## src/mem_cfg.svh

```systemverilog
`ifndef MEM_CFG_SVH
`define MEM_CFG_SVH

// Byte address width of core ports and memory bus
`define MEM_ADDR_W 16

// Data word width, strobe width is DATA_W/8
`define DATA_W 32

// Byte offset bits inside one word
`define BYTE_OFF_W ($clog2(`DATA_W/8))

// Line geometry, all given as log2
`define LINE_WORDS_W 2      // Four words per line
`define ICACHE_LINES_W 4    // Instruction cache lines
`define DCACHE_LINES_W 4    // Data cache lines

`endif
```

## src/cache_pkg.sv

```systemverilog
`include "mem_cfg.svh"

package cache_pkg;

   // Controller states, shared by both caches
   typedef enum logic [1:0] {
      ST_IDLE,
      ST_LOOKUP,
      ST_REFILL,
      ST_WRITE
   } cache_state_e;

   // Word offset inside a line, also the refill counter
   typedef logic [`LINE_WORDS_W-1:0] word_off_t;

   // Instruction cache address fields
   typedef logic [`ICACHE_LINES_W-1:0] ic_index_t;
   typedef logic [`MEM_ADDR_W-`ICACHE_LINES_W-`LINE_WORDS_W-`BYTE_OFF_W-1:0] ic_tag_t;

   // Data cache address fields
   typedef logic [`DCACHE_LINES_W-1:0] dc_index_t;
   typedef logic [`MEM_ADDR_W-`DCACHE_LINES_W-`LINE_WORDS_W-`BYTE_OFF_W-1:0] dc_tag_t;

endpackage

```

## src/mem_bus_pkg.sv

```systemverilog
`include "mem_cfg.svh"

package mem_bus_pkg;

   // Master to slave, all strobes zero means read
   typedef struct packed {
      logic                   valid;
      logic [`MEM_ADDR_W-1:0] addr;
      logic [`DATA_W-1:0]     wdata;
      logic [`DATA_W/8-1:0]   wstrb;
   } mem_req_t;

   // Slave to master
   typedef struct packed {
      logic               ack;    // High one cycle per request
      logic [`DATA_W-1:0] rdata;  // Valid with ack on reads
   } mem_resp_t;

   // Owner of the external memory bus
   typedef enum logic [1:0] {
      GRANT_NONE,
      GRANT_ICACHE,
      GRANT_DCACHE
   } arb_grant_e;

endpackage

```

## src/mem_subsys.sv

```systemverilog
`timescale 1ns/1ns

module mem_subsys import mem_bus_pkg::*; (
   input  logic      clk_i,
   input  logic      arst_i,
   input  mem_req_t  i_req_i,
   output mem_resp_t i_resp_o,
   input  mem_req_t  d_req_i,
   output mem_resp_t d_resp_o,
   output mem_req_t  mem_req_o,
   input  mem_resp_t mem_resp_i
);

   // Cache back ends toward the arbiter
   mem_req_t  ic_be_req;
   mem_resp_t ic_be_resp;
   mem_req_t  dc_be_req;
   mem_resp_t dc_be_resp;

   icache icache0 (
      .clk_i    (clk_i),
      .arst_i   (arst_i),
      .req_i    (i_req_i),
      .resp_o   (i_resp_o),
      .be_req_o (ic_be_req),
      .be_resp_i(ic_be_resp)
   );

   dcache dcache0 (
      .clk_i    (clk_i),
      .arst_i   (arst_i),
      .req_i    (d_req_i),
      .resp_o   (d_resp_o),
      .be_req_o (dc_be_req),
      .be_resp_i(dc_be_resp)
   );

   bus_arbiter arb0 (
      .clk_i     (clk_i),
      .arst_i    (arst_i),
      .ic_req_i  (ic_be_req),
      .ic_resp_o (ic_be_resp),
      .dc_req_i  (dc_be_req),
      .dc_resp_o (dc_be_resp),
      .mem_req_o (mem_req_o),
      .mem_resp_i(mem_resp_i)
   );

endmodule

```

## src/bus_arbiter.sv

```systemverilog
`timescale 1ns/1ns

module bus_arbiter import mem_bus_pkg::*; (
   input  logic      clk_i,
   input  logic      arst_i,
   input  mem_req_t  ic_req_i,
   output mem_resp_t ic_resp_o,
   input  mem_req_t  dc_req_i,
   output mem_resp_t dc_resp_o,
   output mem_req_t  mem_req_o,
   input  mem_resp_t mem_resp_i
);

   arb_grant_e grant_q;
   arb_grant_e grant;
   logic       last_dc_q;   // Data cache was served last

   // New grant decided in the same cycle while idle
   always_comb begin
      grant = grant_q;
      if (grant_q == GRANT_NONE) begin
         if (ic_req_i.valid && dc_req_i.valid) begin
            grant = last_dc_q ? GRANT_ICACHE : GRANT_DCACHE;
         end else if (ic_req_i.valid) begin
            grant = GRANT_ICACHE;
         end else if (dc_req_i.valid) begin
            grant = GRANT_DCACHE;
         end
      end
   end

   // Only the granted side sees the response
   always_comb begin
      mem_req_o = '0;
      ic_resp_o = '0;
      dc_resp_o = '0;
      case (grant)
         GRANT_ICACHE: begin
            mem_req_o = ic_req_i;
            ic_resp_o = mem_resp_i;
         end
         GRANT_DCACHE: begin
            mem_req_o = dc_req_i;
            dc_resp_o = mem_resp_i;
         end
         default: ;
      endcase
   end

   always_ff @(posedge clk_i or posedge arst_i) begin
      if (arst_i) begin
         grant_q   <= GRANT_NONE;
         last_dc_q <= 1'b0;
      end else if (grant != GRANT_NONE) begin
         if (mem_resp_i.ack) begin
            grant_q   <= GRANT_NONE;           // Release after one transaction
            last_dc_q <= (grant == GRANT_DCACHE);
         end else begin
            grant_q <= grant;
         end
      end
   end

endmodule

```

## src/dcache.sv

```systemverilog
`timescale 1ns/1ns
`include "mem_cfg.svh"

module dcache import mem_bus_pkg::*, cache_pkg::*; (
   input  logic      clk_i,
   input  logic      arst_i,
   input  mem_req_t  req_i,
   output mem_resp_t resp_o,
   output mem_req_t  be_req_o,
   input  mem_resp_t be_resp_i
);

   localparam int LINES = 1 << `DCACHE_LINES_W;
   localparam int WORDS = 1 << `LINE_WORDS_W;

   cache_state_e       state_q;
   word_off_t          word_cnt_q;
   logic               wr_done_q;                // Write-through finished on the bus
   logic [LINES-1:0]   valid_q;
   dc_tag_t            tag_q  [LINES];
   logic [`DATA_W-1:0] data_q [LINES][WORDS];

   dc_tag_t   req_tag;
   dc_index_t req_idx;
   word_off_t req_woff;
   logic      is_write;
   logic      hit;
   logic      refill_last;

   assign req_woff = req_i.addr[`BYTE_OFF_W +: `LINE_WORDS_W];
   assign req_idx  = req_i.addr[`BYTE_OFF_W+`LINE_WORDS_W +: `DCACHE_LINES_W];
   assign req_tag  = req_i.addr[`MEM_ADDR_W-1 -: $bits(dc_tag_t)];
   assign is_write = |req_i.wstrb;
   assign hit      = valid_q[req_idx] && (tag_q[req_idx] == req_tag);

   assign refill_last = (state_q == ST_REFILL) && be_resp_i.ack && (word_cnt_q == '1);

   // Writes ack only after memory took them
   assign resp_o.ack   = (state_q == ST_LOOKUP) && (is_write ? wr_done_q : hit);
   assign resp_o.rdata = data_q[req_idx][req_woff];

   always_comb begin
      be_req_o = '0;
      case (state_q)
         ST_REFILL: begin
            be_req_o.valid = 1'b1;
            be_req_o.addr  = {req_tag, req_idx, word_cnt_q, {`BYTE_OFF_W{1'b0}}};
         end
         ST_WRITE: begin
            be_req_o       = req_i;                // Same address, data and strobes
            be_req_o.valid = 1'b1;
         end
         default: ;
      endcase
   end

   always_ff @(posedge clk_i or posedge arst_i) begin
      if (arst_i) begin
         state_q    <= ST_IDLE;
         word_cnt_q <= '0;
         wr_done_q  <= 1'b0;
         valid_q    <= '0;
      end else begin
         case (state_q)
            ST_IDLE: begin
               if (req_i.valid) begin
                  state_q <= ST_LOOKUP;
               end
            end
            ST_LOOKUP: begin
               if (is_write) begin
                  if (wr_done_q) begin
                     wr_done_q <= 1'b0;
                     state_q   <= ST_IDLE;
                  end else begin
                     state_q <= ST_WRITE;
                  end
               end else if (hit) begin
                  state_q <= ST_IDLE;
               end else begin
                  state_q    <= ST_REFILL;
                  word_cnt_q <= '0;
               end
            end
            ST_REFILL: begin
               if (be_resp_i.ack) begin
                  word_cnt_q <= word_cnt_q + 1'b1;
               end
               if (refill_last) begin
                  valid_q[req_idx] <= 1'b1;
                  state_q          <= ST_LOOKUP;
               end
            end
            ST_WRITE: begin
               if (be_resp_i.ack) begin
                  wr_done_q <= 1'b1;
                  state_q   <= ST_LOOKUP;        // Core ack next cycle
               end
            end
            default: state_q <= ST_IDLE;
         endcase
      end
   end

   // Refill fill and byte merge on write hit, a write miss touches nothing
   always_ff @(posedge clk_i) begin
      if ((state_q == ST_REFILL) && be_resp_i.ack) begin
         data_q[req_idx][word_cnt_q] <= be_resp_i.rdata;
      end
      if (refill_last) begin
         tag_q[req_idx] <= req_tag;
      end
      if ((state_q == ST_WRITE) && be_resp_i.ack && hit) begin
         for (int b = 0; b < `DATA_W/8; b++) begin
            if (req_i.wstrb[b]) begin
               data_q[req_idx][req_woff][8*b +: 8] <= req_i.wdata[8*b +: 8];
            end
         end
      end
   end

endmodule

```

## src/icache.sv

```systemverilog
`timescale 1ns/1ns
`include "mem_cfg.svh"

module icache import mem_bus_pkg::*, cache_pkg::*; (
   input  logic      clk_i,
   input  logic      arst_i,
   input  mem_req_t  req_i,
   output mem_resp_t resp_o,
   output mem_req_t  be_req_o,
   input  mem_resp_t be_resp_i
);

   localparam int LINES = 1 << `ICACHE_LINES_W;
   localparam int WORDS = 1 << `LINE_WORDS_W;

   cache_state_e       state_q;
   word_off_t          word_cnt_q;               // Refill word pointer
   logic [LINES-1:0]   valid_q;
   ic_tag_t            tag_q  [LINES];
   logic [`DATA_W-1:0] data_q [LINES][WORDS];

   ic_tag_t   req_tag;
   ic_index_t req_idx;
   word_off_t req_woff;
   logic      hit;
   logic      refill_last;

   // Core request fields stay stable until ack
   assign req_woff = req_i.addr[`BYTE_OFF_W +: `LINE_WORDS_W];
   assign req_idx  = req_i.addr[`BYTE_OFF_W+`LINE_WORDS_W +: `ICACHE_LINES_W];
   assign req_tag  = req_i.addr[`MEM_ADDR_W-1 -: $bits(ic_tag_t)];
   assign hit      = valid_q[req_idx] && (tag_q[req_idx] == req_tag);

   assign refill_last = (state_q == ST_REFILL) && be_resp_i.ack && (word_cnt_q == '1);

   // Read-only port, strobes never looked at
   assign resp_o.ack   = (state_q == ST_LOOKUP) && hit;
   assign resp_o.rdata = data_q[req_idx][req_woff];

   // Refill reads in word offset order
   assign be_req_o.valid = (state_q == ST_REFILL);
   assign be_req_o.addr  = {req_tag, req_idx, word_cnt_q, {`BYTE_OFF_W{1'b0}}};
   assign be_req_o.wdata = '0;
   assign be_req_o.wstrb = '0;

   always_ff @(posedge clk_i or posedge arst_i) begin
      if (arst_i) begin
         state_q    <= ST_IDLE;
         word_cnt_q <= '0;
         valid_q    <= '0;
      end else begin
         case (state_q)
            ST_IDLE: begin
               if (req_i.valid) begin
                  state_q <= ST_LOOKUP;
               end
            end
            ST_LOOKUP: begin
               if (hit) begin
                  state_q <= ST_IDLE;            // Ack given this cycle
               end else begin
                  state_q    <= ST_REFILL;
                  word_cnt_q <= '0;
               end
            end
            ST_REFILL: begin
               if (be_resp_i.ack) begin
                  word_cnt_q <= word_cnt_q + 1'b1;
               end
               if (refill_last) begin
                  valid_q[req_idx] <= 1'b1;
                  state_q          <= ST_LOOKUP;  // Answer from the filled line
               end
            end
            default: state_q <= ST_IDLE;
         endcase
      end
   end

   // Line storage
   always_ff @(posedge clk_i) begin
      if ((state_q == ST_REFILL) && be_resp_i.ack) begin
         data_q[req_idx][word_cnt_q] <= be_resp_i.rdata;
      end
      if (refill_last) begin
         tag_q[req_idx] <= req_tag;
      end
   end

endmodule

```

## config.mk

```make
export PLATFORM = sky130hd
export DESIGN_NAME = mem_subsys
export DESIGN_NICKNAME = d
export VERILOG_FILES = /design/src/cache_pkg.sv /design/src/mem_bus_pkg.sv /design/src/mem_subsys.sv /design/src/bus_arbiter.sv /design/src/dcache.sv /design/src/icache.sv
export VERILOG_INCLUDE_DIRS = /design/src /design/src/src
export SDC_FILE = /design/constraint.sdc
export NUM_CORES = 2
export LEC_CHECK = 0
export BUFFER_PORTS_ARGS = -buffer_cell sky130_fd_sc_hd__buf_2
export CORE_MARGIN = 10
export CORE_UTILIZATION = 63
export CTS_CLUSTER_DIAMETER = 150
export DETAILED_ROUTE_END_ITERATION = 12
export GPL_ROUTABILITY_DRIVEN = 0
export HOLD_SLACK_MARGIN = 0.08
export PLACE_DENSITY_LB_ADDON = 0.1
export SLEW_MARGIN = 20
export SYNTH_ARGS = -nofsm -noshare
export SYNTH_HDL_FRONTEND = slang
export SYNTH_MEMORY_MAX_BITS = 65536
export SYNTH_SLANG_ARGS = --single-unit
```

## constraint.sdc

```tcl
create_clock -name clk_i -period 5.9 [get_ports clk_i]
set_input_delay 0 -clock clk_i [delete_from_list [all_inputs] [get_ports clk_i]]
set_output_delay 0 -clock clk_i [all_outputs]
set_load 0.1 [all_outputs]
```

==> flow_summary.ini <==
[power_and_ir_drop]
pwr_density_cell_nw_per_um2 = 381
ir_drop_mv = 0.310
p_leak_nw = 61.3

[global_route]
grtUsageTotal_pct = 28.8
top_usage_layer = met2
met3_usage_pct = 5.72
grt_max_degree = 159
grtUsageMet2_pct = 44.1
grt_pass1_wl_um = 603000
antenna_found_initial = 31
grt.overflow.total = 0
use_met1_pct = 41.9
grt_pass1_vias = 81475

[worst_hold_path]
hold_class = in2reg
min-delay-start = mem_resp_i[0]

[clocking]
ctsResizeCount = 0
cts_inserted_buffers = 429
cts_root_buf = clkbuf_16
cts_tree = yes
clock_latency_ps = 950
cts_sinks = 4396
cts.path.max_buffers = 4
cts-htree-levels = 5
post_cts_buffers = 0
cts.reportedPaths.clkPinSlew_ps = 60

[floorplanning]
rows = 191
die_w_um = 541
die_h_um = 541
fp.dieArea_um2 = 293000
io_pins = 260
fp.coreArea_um2 = 271000
start_util_pct = 63.2

[synthesis]
syn_inst = 7152
async_flop_share_pct = 1.00
syn-num-nets = 7308
synth_area_um2 = 171000
seq_area_frac_synth_pct = 77.1
ys_types = 55
avgSynthCellArea_um2 = 23.9
ys_warn_count = 0
synth_edf_count = 4352
synth-seq-cells = 4396
synth_ff_type = edfxtp_1

[route]
drt-initial-drc-count = 10713
vias = 80583
wl_um = 423000
viasPerCell = 6.86
ant_nets = 0
drc_errors = 0
wl_per_cell_um = 36.0
dr.pass1.iters = 5

[critical_path]
path_cells = dlygate4sd3_1 -> buf_8 -> buf_12 -> buf_12 -> mux4_2 -> mux4_2 -> mux4_2 -> buf_2
endpoint_kind = primary output
critical_path_class = in2out
crit_top_cell = mux4_2
reg2reg_from = icache0.state_q[0]$_DFFE_PP0P_
critPathLaunch = d_req_i[40]
crit_path_start_kind = input pin
path_delay_family = buffers and inverters
crit_buf_inv = 5
critPathSlowestCell = buf_12
crit_required_ps = 5900
cp.arrival_ps = 4960
path_max_fanout = 103
cp_slowest_stage_delay_ps = 680

[timing]
post-route-period-util_pct = 84.0
tightest_slew_ps = 1200
min_period_ps = 4960
setup_viol = 0
hold_viol_final = 0
rsz0062_at_grt = no
skew_ps = 40.4
relSlewSlack_pct = 20.2
slew_viol_final = 0
fin_setup_tns_ps = 0
max_freq_ghz = 0.202

[layout]
final_cell_mix = edfxtp_1 (4352), mux4_2 (1405), clkbuf_16 (442), nor2_1 (303), buf_4 (228)
fin_util_pct = 71.2
drive_above_1_share_pct = 33.2
mostFrequentLayoutCell = edfxtp_1
nNetsFinal = 7902
area_growth_pct = 12.6
fillers = 15467

[job]
drv_cap = 0

[place]
port_buffers = 221
hpwl_um = 256000

[outcome]
status = finished, final reports clean
==> final timing paths <==
path	cells after the start	endpoint	slack, ps
worst max-delay path	8	d_resp_o[23]	940
worst min-delay path	2	icache0.data_q[8][32]$_DFFE_PP_	120
worst max register to register	12	dcache0.data_q[2][117]$_DFFE_PP_	1440
worst min register to register	1	dcache0.valid_q[2]$_DFFE_PP0P_	460
max in group asynchronous	5	icache0.word_cnt_q[0]$_DFFE_PP0P_	4980
min in group asynchronous	5	dcache0.valid_q[4]$_DFFE_PP0P_	360
==> repair_timing <==
item	in CTS	in global routing
endpoints found under the hold margin	2270	1472
hold buffers	74	23
endpoints found under the setup margin	0	0
==> logic make-up after synthesis <==
kind of cell,synth area share [%]
AO/OA/AOI/OAI,0.375
XOR/XNOR,0.0871
adder cells (fa/ha/maj),0.110
buffers and inverters,0.937
flip-flops,77.1
multiplexers,19.7
AND/OR/NAND/NOR,1.75
==> cell usage after synthesis, types with 15 or more instances <==
cell type | n | share of area, %
a21boi_1 | 16 | 0.070
a22oi_1 | 24 | 0.11
and2_1 | 106 | 0.39
and3_1 | 21 | 0.077
buf_1 | 84 | 0.18
buf_2 | 29 | 0.085
clkbuf_1 | 283 | 0.62
dfrtp_1 | 44 | 0.64
edfxtp_1 | 4352 | 76
ha_1 | 15 | 0.11
mux2_1 | 80 | 0.53
mux2_2 | 54 | 0.36
mux2i_1 | 47 | 0.28
mux4_2 | 1405 | 19
nand2_1 | 43 | 0.094
nand3_1 | 17 | 0.050
nor2_1 | 368 | 0.81
nor2b_1 | 15 | 0.055
or2_2 | 33 | 0.12
==> final cells by class <==
cell class | count | area (um^2) | area share [%]
well taps | 3570 | 4470 | 2.32
multi-input cells | 2345 | 38300 | 19.9
flip-flops and latches | 4396 | 132000 | 68.5
diodes | 70 | 175 | 0.0910
clock inverters | 255 | 2170 | 1.13
clock buffers | 531 | 11400 | 5.93
inverters | 12 | 45.0 | 0.0234
repair buffers | 562 | 4200 | 2.18
==> flip-flops by register name, summed over array words and instances (netlist names) <==
name,count
arb0.grant_q,2
dcache0.data_q,2048
icache0.tag_q,128
dcache0.tag_q,128
icache0.state_q,2
icache0.valid_q,16
dcache0.word_cnt_q,2
dcache0.wr_done_q,1
dcache0.state_q,2
icache0.word_cnt_q,2
arb0.last_dc_q,1
dcache0.valid_q,16
icache0.data_q,2048
==> power breakdown <==
group          total [mW]  switching [mW]  leakage, nW  internal (mW)
sequential           37.6          0.0555         40.4           37.6
combinational        8.97            7.08         14.2           1.89
clock                26.7            11.4         6.67           15.2
total                73.3            18.6         61.3           54.7
==> stage by stage <==
step | cell area [um^2] | setup WS (ps) | cells | total power, mW | hold slack (ps)
6_report | 193000 | 945 | 11741 | 73.3 | 123
4_1_cts | 192000 | 946 | 11648 | 73.5 | 80.2
3_5_place_dp | 178000 | 1190 | 10788 | 47.2 | 224
2_1_floorplan | 171000 | 1610 | 7152 | 43.7 | 98.9
5_1_grt | 192000 | 695 | 11710 | 75.2 | 140
3_3_place_gp | 178000 | 924 | 10787 | 46.7 | 220
==> metal layers <==
metal / routed length (um) / part of all wire (%)
met3: 41600 / 9.8
met1: 160000 / 38
met4: 19000 / 4.5
met5: 92 / 0.022
met2: 202000 / 48
==> worst reg2reg max path, stage by stage (launching register included) <==
cell and delay (ps):
dfrtp_1 420, inv_1 120, ha_1 380, nand2_1 110, a31oi_1 340, inv_1 90, ha_1 190, and2_1 150
buf_4 190, and3_1 470, and3_1 360, a21boi_2 770, nor2_1 500
No activity file was read; power rests on OpenSTA's default activity.
